==> src/rtl/dec_config.svh <==
/*
 * decode pipeline sizing defines: data width, register count, buffer depth
 */

`ifndef DEC_CONFIG_SVH
`define DEC_CONFIG_SVH

// ******************************
// datapath
// ******************************
`define DEC_XLEN 32           // integer register and ALU width
`define DEC_NUM_GPR 32        // architectural registers, x0 included

// ******************************
// instruction buffer
// ******************************
`define DEC_IB_DEPTH 4        // fetch entries held ahead of decode

`endif

==> src/rtl/rv_isa_pkg.sv <==
/*
 * RV32I encoding types used by decode and execute
 * major opcodes, ALU operations, register index
 */

`default_nettype none

`include "dec_config.svh"

package rv_isa_pkg;

   // ******************************
   // major opcode, instr[6:0]
   // ******************************
   typedef enum logic [6:0] {
      OP     = 7'b0110011,                    // reg-reg ALU
      OP_IMM = 7'b0010011,                    // reg-imm ALU
      LUI    = 7'b0110111                     // load upper immediate
   } opcode_e;

   // ******************************
   // ALU operation select
   // ******************************
   typedef enum logic [3:0] {
      ADD    = 4'd0,
      SUB    = 4'd1,
      AND    = 4'd2,
      OR     = 4'd3,
      XOR    = 4'd4,
      SLT    = 4'd5,                          // signed compare
      SLL    = 4'd6,
      SRL    = 4'd7,
      PASS_B = 4'd8                           // operand b straight through, LUI
   } alu_op_e;

   // gpr index, sized from the register count
   typedef logic [$clog2(`DEC_NUM_GPR)-1:0] reg_idx_t;

endpackage

`default_nettype wire

==> src/rtl/dec_pipe_pkg.sv <==
/*
 * pipeline packets: fetch entry, execute stage, writeback trace
 */

`default_nettype none

`include "dec_config.svh"

package dec_pipe_pkg;

   // fetch side entry, also the buffer payload
   typedef struct packed {
      logic [31:0] instr;                     // raw 32b instruction
      logic [31:1] pc;                        // halfword aligned pc
   } fetch_pkt_t;

   // ******************************
   // decode -> execute
   // ******************************
   typedef struct packed {
      logic                  valid;           // slot holds an instruction
      rv_isa_pkg::alu_op_e   alu_op;
      logic [`DEC_XLEN-1:0]  opa;             // bypass resolved rs1
      logic [`DEC_XLEN-1:0]  opb;             // rs2 or immediate
      rv_isa_pkg::reg_idx_t  rd;
      logic                  wen;             // result goes to rd
      logic                  illegal;         // unsupported encoding
      logic [31:0]           instr;
      logic [31:1]           pc;
   } exe_pkt_t;

   // ******************************
   // execute -> writeback / trace
   // ******************************
   typedef struct packed {
      logic                  valid;           // retiring this cycle
      logic                  exception;       // illegal instruction
      logic [31:0]           instr;
      logic [31:1]           pc;
      rv_isa_pkg::reg_idx_t  rd;
      logic [`DEC_XLEN-1:0]  wdata;           // zero on exception
   } trace_pkt_t;

endpackage

`default_nettype wire

==> src/rtl/dec_ib_ctl.sv <==
/*
 * instruction buffer: circular FIFO between fetch and decode
 */

`timescale 1ns/10ps
`default_nettype none

`include "dec_config.svh"

module dec_ib_ctl (
   input  logic                    clk,
   input  logic                    rst,
   input  logic                    fetch_valid,   // fetch has an entry
   input  dec_pipe_pkg::fetch_pkt_t fetch_pkt,
   input  logic                    ib_take,       // decode consumes head
   output logic                    fetch_ready,   // room for one more
   output logic                    ib_valid,      // head entry present
   output dec_pipe_pkg::fetch_pkt_t ib_pkt
);

   localparam int PTR_W = (`DEC_IB_DEPTH > 1) ? $clog2(`DEC_IB_DEPTH) : 1;
   localparam int CNT_W = $clog2(`DEC_IB_DEPTH + 1);

   dec_pipe_pkg::fetch_pkt_t ib_mem [`DEC_IB_DEPTH];   // payload, no reset
   logic [PTR_W-1:0]         wr_ptr;
   logic [PTR_W-1:0]         rd_ptr;
   logic [CNT_W-1:0]         count;
   logic                     push;
   logic                     pop;

   assign fetch_ready = (count != CNT_W'(`DEC_IB_DEPTH));   // full holds fetch off
   assign ib_valid    = (count != '0);
   assign ib_pkt      = ib_mem[rd_ptr];                     // head visible same cycle
   assign push        = fetch_valid & fetch_ready;
   assign pop         = ib_take & ib_valid;

   always_ff @(posedge clk) begin
      if (push) begin
         ib_mem[wr_ptr] <= fetch_pkt;
      end
   end

   // ******************************
   // pointers and occupancy
   // ******************************
   always_ff @(posedge clk) begin
      if (rst) begin
         wr_ptr <= '0;
         rd_ptr <= '0;
         count  <= '0;
      end else begin
         if (push) begin
            wr_ptr <= (wr_ptr == PTR_W'(`DEC_IB_DEPTH - 1)) ? '0 : wr_ptr + 1'b1;   // wrap
         end
         if (pop) begin
            rd_ptr <= (rd_ptr == PTR_W'(`DEC_IB_DEPTH - 1)) ? '0 : rd_ptr + 1'b1;
         end
         case ({push, pop})
            2'b10:   count <= count + 1'b1;
            2'b01:   count <= count - 1'b1;
            default: count <= count;                         // idle or push+pop
         endcase
      end
   end

   // a refused entry must wait unchanged, otherwise a push while full is lost
   a_fetch_hold: assert property (@(posedge clk) disable iff (rst)
      fetch_valid && !fetch_ready |=> fetch_valid && $stable(fetch_pkt));

   // decode never takes from an empty buffer
   a_take_valid: assert property (@(posedge clk) disable iff (rst)
      ib_take |-> ib_valid);

endmodule

`default_nettype wire

==> src/rtl/dec_decode_ctl.sv <==
/*
 * decode stage: RV32I OP/OP-IMM/LUI decode, immediates, illegal check,
 * operand bypass, halt tracking and the execute stage register
 */

`timescale 1ns/10ps
`default_nettype none

`include "dec_config.svh"

module dec_decode_ctl (
   input  logic                     clk,
   input  logic                     rst,
   input  logic                     ib_valid,
   input  dec_pipe_pkg::fetch_pkt_t ib_pkt,
   input  logic                     halt_req,    // stop taking new work
   input  logic [`DEC_XLEN-1:0]     rs1_data,    // gpr read port 0
   input  logic [`DEC_XLEN-1:0]     rs2_data,    // gpr read port 1
   input  dec_pipe_pkg::trace_pkt_t exe_fwd,     // execute result, 1st priority
   input  dec_pipe_pkg::trace_pkt_t wb_fwd,      // writeback result
   output logic                     ib_take,
   output rv_isa_pkg::reg_idx_t     rs1_addr,
   output rv_isa_pkg::reg_idx_t     rs2_addr,
   output dec_pipe_pkg::exe_pkt_t   exe,
   output logic                     halted       // pipe drained under halt
);

   logic [31:0]           instr;
   logic [6:0]            funct7;
   logic [2:0]            funct3;
   logic [`DEC_XLEN-1:0]  imm_i;
   logic [`DEC_XLEN-1:0]  imm_u;
   logic [`DEC_XLEN-1:0]  imm;
   logic [`DEC_XLEN-1:0]  rs1_val;
   logic [`DEC_XLEN-1:0]  rs2_val;
   logic                  use_imm;
   logic                  illegal;
   rv_isa_pkg::alu_op_e   alu_op;
   dec_pipe_pkg::exe_pkt_t exe_d;

   // youngest matching producer wins, x0 never bypasses
   function automatic logic [`DEC_XLEN-1:0] byp_sel(
      input rv_isa_pkg::reg_idx_t     src,
      input logic [`DEC_XLEN-1:0]     gpr_val,
      input dec_pipe_pkg::trace_pkt_t e_src,
      input dec_pipe_pkg::trace_pkt_t w_src
   );
      logic e_hit;
      logic w_hit;
      e_hit = e_src.valid && !e_src.exception && (e_src.rd == src) && (src != '0);
      w_hit = w_src.valid && !w_src.exception && (w_src.rd == src) && (src != '0);
      if (e_hit) return e_src.wdata;
      else if (w_hit) return w_src.wdata;
      else return gpr_val;
   endfunction

   assign instr    = ib_pkt.instr;
   assign funct7   = instr[31:25];
   assign funct3   = instr[14:12];
   assign rs1_addr = rv_isa_pkg::reg_idx_t'(instr[19:15]);
   assign rs2_addr = rv_isa_pkg::reg_idx_t'(instr[24:20]);
   assign ib_take  = ib_valid & ~halt_req;                       // halt stalls decode

   assign imm_i = {{(`DEC_XLEN-12){instr[31]}}, instr[31:20]};   // sign extended
   assign imm_u = {instr[31:12], 12'b0};

   // ******************************
   // opcode / funct decode
   // ******************************
   always_comb begin
      alu_op  = rv_isa_pkg::ADD;
      use_imm = 1'b0;
      imm     = imm_i;
      illegal = 1'b0;
      case (rv_isa_pkg::opcode_e'(instr[6:0]))
         rv_isa_pkg::OP: begin
            case ({funct7, funct3})
               10'b0000000_000: alu_op = rv_isa_pkg::ADD;
               10'b0100000_000: alu_op = rv_isa_pkg::SUB;
               10'b0000000_001: alu_op = rv_isa_pkg::SLL;
               10'b0000000_010: alu_op = rv_isa_pkg::SLT;
               10'b0000000_100: alu_op = rv_isa_pkg::XOR;
               10'b0000000_101: alu_op = rv_isa_pkg::SRL;
               10'b0000000_110: alu_op = rv_isa_pkg::OR;
               10'b0000000_111: alu_op = rv_isa_pkg::AND;
               default:         illegal = 1'b1;          // sltu, sra, M ext
            endcase
         end
         rv_isa_pkg::OP_IMM: begin
            use_imm = 1'b1;
            case (funct3)
               3'b000:  alu_op = rv_isa_pkg::ADD;
               3'b010:  alu_op = rv_isa_pkg::SLT;
               3'b100:  alu_op = rv_isa_pkg::XOR;
               3'b110:  alu_op = rv_isa_pkg::OR;
               3'b111:  alu_op = rv_isa_pkg::AND;
               3'b001: begin
                  alu_op  = rv_isa_pkg::SLL;
                  illegal = (funct7 != 7'b0);            // shamt[5] or srai style
               end
               3'b101: begin
                  alu_op  = rv_isa_pkg::SRL;
                  illegal = (funct7 != 7'b0);            // srai not supported
               end
               default: illegal = 1'b1;                  // sltiu
            endcase
         end
         rv_isa_pkg::LUI: begin
            alu_op  = rv_isa_pkg::PASS_B;
            use_imm = 1'b1;
            imm     = imm_u;
         end
         default: illegal = 1'b1;                        // loads, branches, system...
      endcase
   end

   assign rs1_val = byp_sel(rs1_addr, rs1_data, exe_fwd, wb_fwd);
   assign rs2_val = byp_sel(rs2_addr, rs2_data, exe_fwd, wb_fwd);

   always_comb begin
      exe_d.valid   = ib_take;                           // bubble when nothing taken
      exe_d.alu_op  = alu_op;
      exe_d.opa     = rs1_val;
      exe_d.opb     = use_imm ? imm : rs2_val;
      exe_d.rd      = rv_isa_pkg::reg_idx_t'(instr[11:7]);
      exe_d.wen     = ib_take & ~illegal;                // illegal kills the write
      exe_d.illegal = ib_take & illegal;
      exe_d.instr   = instr;
      exe_d.pc      = ib_pkt.pc;
   end

   // ******************************
   // execute register, halt status
   // ******************************
   always_ff @(posedge clk) begin
      if (rst) begin
         exe.valid   <= 1'b0;
         exe.wen     <= 1'b0;
         exe.illegal <= 1'b0;
         halted      <= 1'b0;
      end else begin
         exe    <= exe_d;
         halted <= halt_req & ~exe.valid & ~wb_fwd.valid;   // drained under halt
      end
   end

   // a register write only ever comes from a kept major opcode
   a_illegal_no_wen: assert property (@(posedge clk) disable iff (rst)
      exe.wen |-> !exe.illegal && (exe.instr[6:0] inside {rv_isa_pkg::OP,
                                                          rv_isa_pkg::OP_IMM,
                                                          rv_isa_pkg::LUI}));

endmodule

`default_nettype wire

==> src/rtl/dec_gpr_ctl.sv <==
/*
 * integer register file, two combinational reads, one write
 */

`timescale 1ns/10ps
`default_nettype none

`include "dec_config.svh"

module dec_gpr_ctl (
   input  logic                     clk,
   input  logic                     rst,
   input  rv_isa_pkg::reg_idx_t     rs1_addr,
   input  rv_isa_pkg::reg_idx_t     rs2_addr,
   input  dec_pipe_pkg::trace_pkt_t wb,        // writeback packet
   output logic [`DEC_XLEN-1:0]     rs1_data,
   output logic [`DEC_XLEN-1:0]     rs2_data
);

   logic [`DEC_XLEN-1:0] gpr [`DEC_NUM_GPR];
   logic                 wr_en;

   // retire with no exception, x0 discarded
   assign wr_en = wb.valid & ~wb.exception & (wb.rd != '0);

   always_ff @(posedge clk) begin
      if (rst) begin
         gpr[0] <= '0;                                 // x0 pinned at zero
      end else if (wr_en) begin
         gpr[wb.rd] <= wb.wdata;                       // lands at end of wb cycle
      end
   end

   assign rs1_data = gpr[rs1_addr];
   assign rs2_data = gpr[rs2_addr];

   // a retiring write aimed at x0 must leave it zero
   a_x0_zero: assert property (@(posedge clk) disable iff (rst)
      wb.valid && (wb.rd == '0) |=> (gpr[0] == '0));

endmodule

`default_nettype wire

==> src/rtl/dec_exu_ctl.sv <==
/*
 * execute stage ALU and the writeback register feeding gpr, bypass and trace
 */

`timescale 1ns/10ps
`default_nettype none

`include "dec_config.svh"

module dec_exu_ctl (
   input  logic                     clk,
   input  logic                     rst,
   input  dec_pipe_pkg::exe_pkt_t   exe,
   output dec_pipe_pkg::trace_pkt_t exe_fwd,   // combinational, execute bypass
   output dec_pipe_pkg::trace_pkt_t wb         // registered, writeback
);

   localparam int SHAMT_W = $clog2(`DEC_XLEN);

   logic [`DEC_XLEN-1:0] result;
   logic [SHAMT_W-1:0]   shamt;
   logic                 lt;

   assign shamt = exe.opb[SHAMT_W-1:0];               // low bits only
   assign lt    = $signed(exe.opa) < $signed(exe.opb);

   // ******************************
   // ALU
   // ******************************
   always_comb begin
      case (exe.alu_op)
         rv_isa_pkg::ADD:    result = exe.opa + exe.opb;
         rv_isa_pkg::SUB:    result = exe.opa - exe.opb;
         rv_isa_pkg::AND:    result = exe.opa & exe.opb;
         rv_isa_pkg::OR:     result = exe.opa | exe.opb;
         rv_isa_pkg::XOR:    result = exe.opa ^ exe.opb;
         rv_isa_pkg::SLT:    result = {{(`DEC_XLEN-1){1'b0}}, lt};
         rv_isa_pkg::SLL:    result = exe.opa << shamt;
         rv_isa_pkg::SRL:    result = exe.opa >> shamt;
         rv_isa_pkg::PASS_B: result = exe.opb;         // lui
         default:            result = '0;
      endcase
   end

   always_comb begin
      exe_fwd.valid     = exe.valid;
      exe_fwd.exception = exe.illegal;
      exe_fwd.instr     = exe.instr;
      exe_fwd.pc        = exe.pc;
      exe_fwd.rd        = exe.rd;
      exe_fwd.wdata     = exe.wen ? result : '0;      // zero for illegal
   end

   always_ff @(posedge clk) begin
      if (rst) begin
         wb.valid     <= 1'b0;
         wb.exception <= 1'b0;
      end else begin
         wb <= exe_fwd;                                // one cycle exe -> wb
      end
   end

endmodule

`default_nettype wire

==> src/rtl/dec_top.sv <==
/*
 * decode pipeline top: buffer, decode, register file, execute
 */

`timescale 1ns/10ps
`default_nettype none

`include "dec_config.svh"

module dec_top (
   input  logic                     clk,
   input  logic                     rst,
   input  logic                     fetch_valid,
   input  dec_pipe_pkg::fetch_pkt_t fetch_pkt,
   input  logic                     halt_req,
   output logic                     fetch_ready,
   output dec_pipe_pkg::trace_pkt_t trace,       // retire stream, also gpr write
   output logic                     halted
);

   logic                     ib_valid;
   logic                     ib_take;
   dec_pipe_pkg::fetch_pkt_t ib_pkt;
   rv_isa_pkg::reg_idx_t     rs1_addr;
   rv_isa_pkg::reg_idx_t     rs2_addr;
   logic [`DEC_XLEN-1:0]     rs1_data;
   logic [`DEC_XLEN-1:0]     rs2_data;
   dec_pipe_pkg::exe_pkt_t   exe;
   dec_pipe_pkg::trace_pkt_t exe_fwd;

   dec_ib_ctl i_ib (
      .clk(clk), .rst(rst),
      .fetch_valid(fetch_valid), .fetch_pkt(fetch_pkt), .ib_take(ib_take),
      .fetch_ready(fetch_ready), .ib_valid(ib_valid), .ib_pkt(ib_pkt)
   );

   dec_decode_ctl i_decode (
      .clk(clk), .rst(rst),
      .ib_valid(ib_valid), .ib_pkt(ib_pkt), .halt_req(halt_req),
      .rs1_data(rs1_data), .rs2_data(rs2_data),
      .exe_fwd(exe_fwd), .wb_fwd(trace),                  // wb bypass is the trace
      .ib_take(ib_take), .rs1_addr(rs1_addr), .rs2_addr(rs2_addr),
      .exe(exe), .halted(halted)
   );

   dec_gpr_ctl i_gpr (
      .clk(clk), .rst(rst),
      .rs1_addr(rs1_addr), .rs2_addr(rs2_addr), .wb(trace),
      .rs1_data(rs1_data), .rs2_data(rs2_data)
   );

   dec_exu_ctl i_exu (
      .clk(clk), .rst(rst),
      .exe(exe), .exe_fwd(exe_fwd), .wb(trace)
   );

endmodule

`default_nettype wire

==> config.mk <==
export PLATFORM = sky130hd
export DESIGN_NAME = dec_top
export DESIGN_NICKNAME = d
export VERILOG_FILES = /design/src/rtl/rv_isa_pkg.sv /design/src/rtl/dec_pipe_pkg.sv /design/src/rtl/dec_ib_ctl.sv /design/src/rtl/dec_decode_ctl.sv /design/src/rtl/dec_gpr_ctl.sv /design/src/rtl/dec_exu_ctl.sv /design/src/rtl/dec_top.sv
export VERILOG_INCLUDE_DIRS = /design/src /design/src/rtl
export SDC_FILE = /design/constraint.sdc
export NUM_CORES = 2
export LEC_CHECK = 0
export CORE_MARGIN = 1
export CORE_UTILIZATION = 28
export CTS_BUF_LIST = sky130_fd_sc_hd__clkbuf_2
export DETAILED_ROUTE_END_ITERATION = 10
export DONT_BUFFER_PORTS = 1
export PLACE_DENSITY = 0.49
export SYNTH_ARGS = -nofsm -noshare
export SYNTH_HDL_FRONTEND = slang
export SYNTH_SLANG_ARGS = --single-unit
==> constraint.sdc <==
create_clock -name clk -period 9.3 [get_ports clk]
set_input_delay 0.93 -clock clk [delete_from_list [all_inputs] [get_ports clk]]
set_output_delay 0.93 -clock clk [all_outputs]
set_load 0.05 [all_outputs]
# == Yosys cells after proc, flatten, opt, wreduce, memory -nomap -nowiden ==
# Memories as Yosys holds them, arrays and structs flattened. A register that Yosys moved wholly into a read port is not among the register bits.
# Cells that the tools add are included.
# word_totals
ram_bits,1276
ff_bits,249
mem_count,2
in_bits,67
output_inout_bits,104
word_cells,136
# classes
reduce_logical,26
order_cmp,1
bitwise,17
n_mux,30
n_shift,2
n_addsub,6
eq_ne,33
# memory_table
name,depth,width,read_ports,rd_clocked_by_memory_dff,write_ports,line_no,rtl
i_gpr.gpr,32,32,2,0,1,dec_gpr_ctl.sv:20,logic [`DEC_XLEN-1:0] gpr [`DEC_NUM_GPR];
i_ib.ib_mem,4,63,1,1,1,dec_ib_ctl.sv:24,dec_pipe_pkg::fetch_pkt_t ib_mem [`DEC_IB_DEPTH];
# op_table
op,n
32-bit one-hot mux with 9 select lines,1
32-bit 2-to-1 mux,7
"10-bit by 3-bit == test with 1-bit output, second input constant",4
32-bit adder,1
32-bit AND,1
32-bit less-than comparator,1
32-bit OR,1
32-bit OR reduction,1
32-bit by 5-bit << shifter with 32-bit output,1
32-bit by 5-bit >> shifter with 32-bit output,1
32-bit subtractor,1
32-bit bitwise XOR,1
31-bit 2-to-1 mux,1
3-bit one-hot mux with 7 select lines,1
5-bit == test,4
3-bit one-hot mux with 6 select lines,1
"4-bit by 3-bit == test with 1-bit output, second input constant",4
5-bit nonzero test,3
"7-bit by 6-bit == test with 1-bit output, second input constant",2
"3-bit == test, second input constant",4
4-bit one-hot mux with 3 select lines,1
"10-bit by 1-bit == test with 1-bit output, second input constant",1
"10-bit by 2-bit == test with 1-bit output, second input constant",1
"10-bit by 9-bit == test with 1-bit output, second input constant",1
other kinds (31),70

# == Logic depth before layout (Yosys ltp) ==
# depth
word_depth,8
ltp_mapped,17
ltp_nobuf,13

# == By module ==
# From an unflattened synthesis, not the netlist that was laid out.
# unflattened
hier_cells,5778
area_unflattened_um2,77734.6
# by_module_without_submodules
module,instances,cells_each,area_each_um2
dec_gpr_ctl,1,3424,49030.8
dec_exu_ctl,1,1444,12520.8
dec_ib_ctl,1,381,9584.2
dec_decode_ctl,1,529,6598.8

# == Worst setup path before layout ==
# No wires, ideal clock.
# synth_timing
path_type,input to register
start,input rst
end,register i_decode.exe[0] (netlist name)
slack_ps,3238
t_arrival_ps,5485
path_stages,2
required_time_ps,8723
path_cell_list,clkbuf_1 -> inv_1
# synth_rtl
element,line_no,rtl
from (decl),dec_top.sv:12,"input logic rst,"
# No word-level cell between the ends.

==> metrics <==
Die Wd 520.0 um; Worst-Margin Slew 1.385 ns; Worst Reg-to-Reg Cells 9; fmax ~180 MHz; unrepaired setup endpoints after global routing no; peak supply drop 197.4 uV; Post-synth EDFFs 1502; Clock Tree Buf Depth 4; dominant synthesized flop cell edfxtp_1; final core utilization 31.75%; I/O pins 171; max-slew violations 0; sequential share of the synthesized area 60.43%; Layout area overhead 12.42%; Synth Instances 4906; setup slack, reg-to-reg approximately 3.7 ns; commonest non-fill, non-tap cell in the layout edfxtp_1; Layout fillers between 20000 and 30000; root buffer cell clkbuf_2; worst hold path startpoint rst; FF-to-FF End i_decode.exe[76]; hold path cells 3; final hold vios 0; P per Cell Area 299.3 mW/mm2; clock slew at reported path FFs roughly 0.10 ns; setup TNS 0 ns; crit path DAT 7.19 ns; pin count of the biggest net entering global routing 121; worst skew pair latency around 2.0 ns; P_leak 0.02734 uW; Vias/cell 5.635; CP Data Required Time 10.92 ns; Hold EP i_gpr.gpr[28][25]; wire per inst roughly 32 um; all-layer global routing usage 21.20%; HPWL reported at the end of detailed placement 182.7 mm; TritonRoute pass-1 iters 7; die area between 0.2 and 0.3 mm2; vias in the first global route 50894; Register Area around 0.045 mm2; Initial Utilization 28.24%; CTS buffer count 407; Site Rows about 190; first-pass GRT wire length between 400 and 500 mm; Async SR Flop Fraction 0%; CP Class reg2reg; Core ar. between 0.2 and 0.3 mm2; clock skew 0.2032 ns; cts repair resizes 0; Yosys cell types 88; DRT antenna net count 0; Die H 520.0 um; GP Congestion 0.9635; hold slack roughly 0.26 ns; H-Tree Depth 5; max cap viols 0; Setup-failing EPs final 0; CTS tree yes; Detailed Route WL 292.5 mm; initial drt markers about 6000; initial antenna violation count 17; PortBufs 0; CTS Sinks approximately 1500; Synthesized Nets around 5100; area of the multi-input gates ~0.028 mm2; final worst slack 3.732 ns; FF+latch count, synth between 1500 and 2000; synth warn 0; share of cells above drive strength 1 a little over a quarter; minimum clock period 5.568 ns; Residual DRC 0; Rel. slew slack roughly 7.6%; GRT overflow 0; DP Worst Slack around 3.6 ns; Crit Path Max Fanout 74; Syn Std Cell Area about 0.075 mm2; via count 51236; final period utilization 59.87%; Startpoint Class flip-flop; Avg Inst Size Synth around 15 um2; CP endpoint kind flip-flop; status finished clean; most frequent cells in the layout edfxtp_1 (1502), clkbuf_2 (601), mux4_2 (561), nand2_1 (511), a21oi_1 (191); Worst Hold Class in2reg; fin nets 5436
## registers in the layout (all words and copies together), names as in the netlist, named ones only
name             flops
i_gpr.gpr         1024
i_ib.ib_mem        252
i_decode.exe       134
i_exu.wb            97
i_ib.count           3
i_ib.rd_ptr          2
i_ib.wr_ptr          2
i_decode.halted      1
## logic make-up after synthesis
logic type / share of synthesized area (%)
fa+ha+maj: 1.795
compound gates: 7.654
buf+inv: 2.966
xor+xnor: 0.4197
simple gates: 6.931
flops: 60.43
mux: 19.80
## cells in the mapped netlist, types with 34 or more instances
cell	instances	share of area, %
a221oi_1	42	0.49
and2_1	46	0.38
nand2_1	511	2.6
nor2_1	226	1.1
inv_1	108	0.54
buf_2	71	0.47
a31oi_1	53	0.44
nand3_1	130	0.87
o21ai_0	133	0.89
nor3_1	53	0.35
buf_4	41	0.41
mux4_2	564	17
buf_1	41	0.20
mux2i_1	180	2.4
o211ai_1	42	0.42
o22ai_1	45	0.37
a211oi_1	42	0.42
a22oi_1	34	0.34
ha_1	103	1.7
a21oi_1	191	1.3
clkbuf_1	170	0.85
edfxtp_1	1502	60
## how the worst max path moves through the flow
stage | startpoint | end | slack (ns)
after CTS | flip-flop | i_decode.exe[106] | 3.63
after global routing | flip-flop | i_decode.exe[106] | 3.33
after floorplan | rst | i_decode.exe[0] | 3.24
final | flip-flop | i_decode.exe[76] | 3.73
after global placement | flip-flop | i_decode.exe[110] | 3.65
after detailed placement | flip-flop | i_decode.exe[110] | 3.63
## critical path, cell delays in order (launching register included)
cell and delay, ns:
dfxtp_4 0.77, mux2_4 0.56, inv_8 0.56, buf_4 0.81
mux4_2 0.61, mux2i_1 0.29, a2111oi_0 0.18, a211oi_1 0.87
mux2i_1 0.18, a22o_1 0.24
## per-layer routing
metal | vias up | global-route usage (%) | routed length, um
met2 | 2786 | 34.08 | 137600
met4 | 4 | 9.133 | 12840
li1 | 20833 | - | -
met3 | 626 | 4.296 | 24660
met1 | 26987 | 27.70 | 117400
met5 | - | 0 | 32
## per-stage QoR
step	cell area, um2	total power, uW	instances
floorplan	75130	16090	4906
global placement	79490	20450	8249
detailed placement	79490	20390	8249
CTS	84410	25200	9073
global route	84430	26250	9083
finish	84460	25280	9093
## power by group
group          switching (uW)  internal, uW  leakage [uW]
Sequential                672          7990        0.0132
Clock                    2850          1870       0.00274
Combinational            7690          4210        0.0114
Total                   11200         14100        0.0273
## final cells by class
class / count / area share [%]
flip-flops and latches: 1517 / 53.77
multi-input cells: 2917 / 32.99
well taps: 3533 / 5.234
clock buffers: 601 / 3.561
repair buffers: 299 / 3.227
clock inverters: 85 / 0.5896
inverters: 121 / 0.5748
diodes: 20 / 0.05926
## timing repair
action	4_1_cts	5_1_grt
hold endpoints to repair	843	0
hold buffers	138	0
setup buffers	0	0
Power figures use the tool's default switching activity.
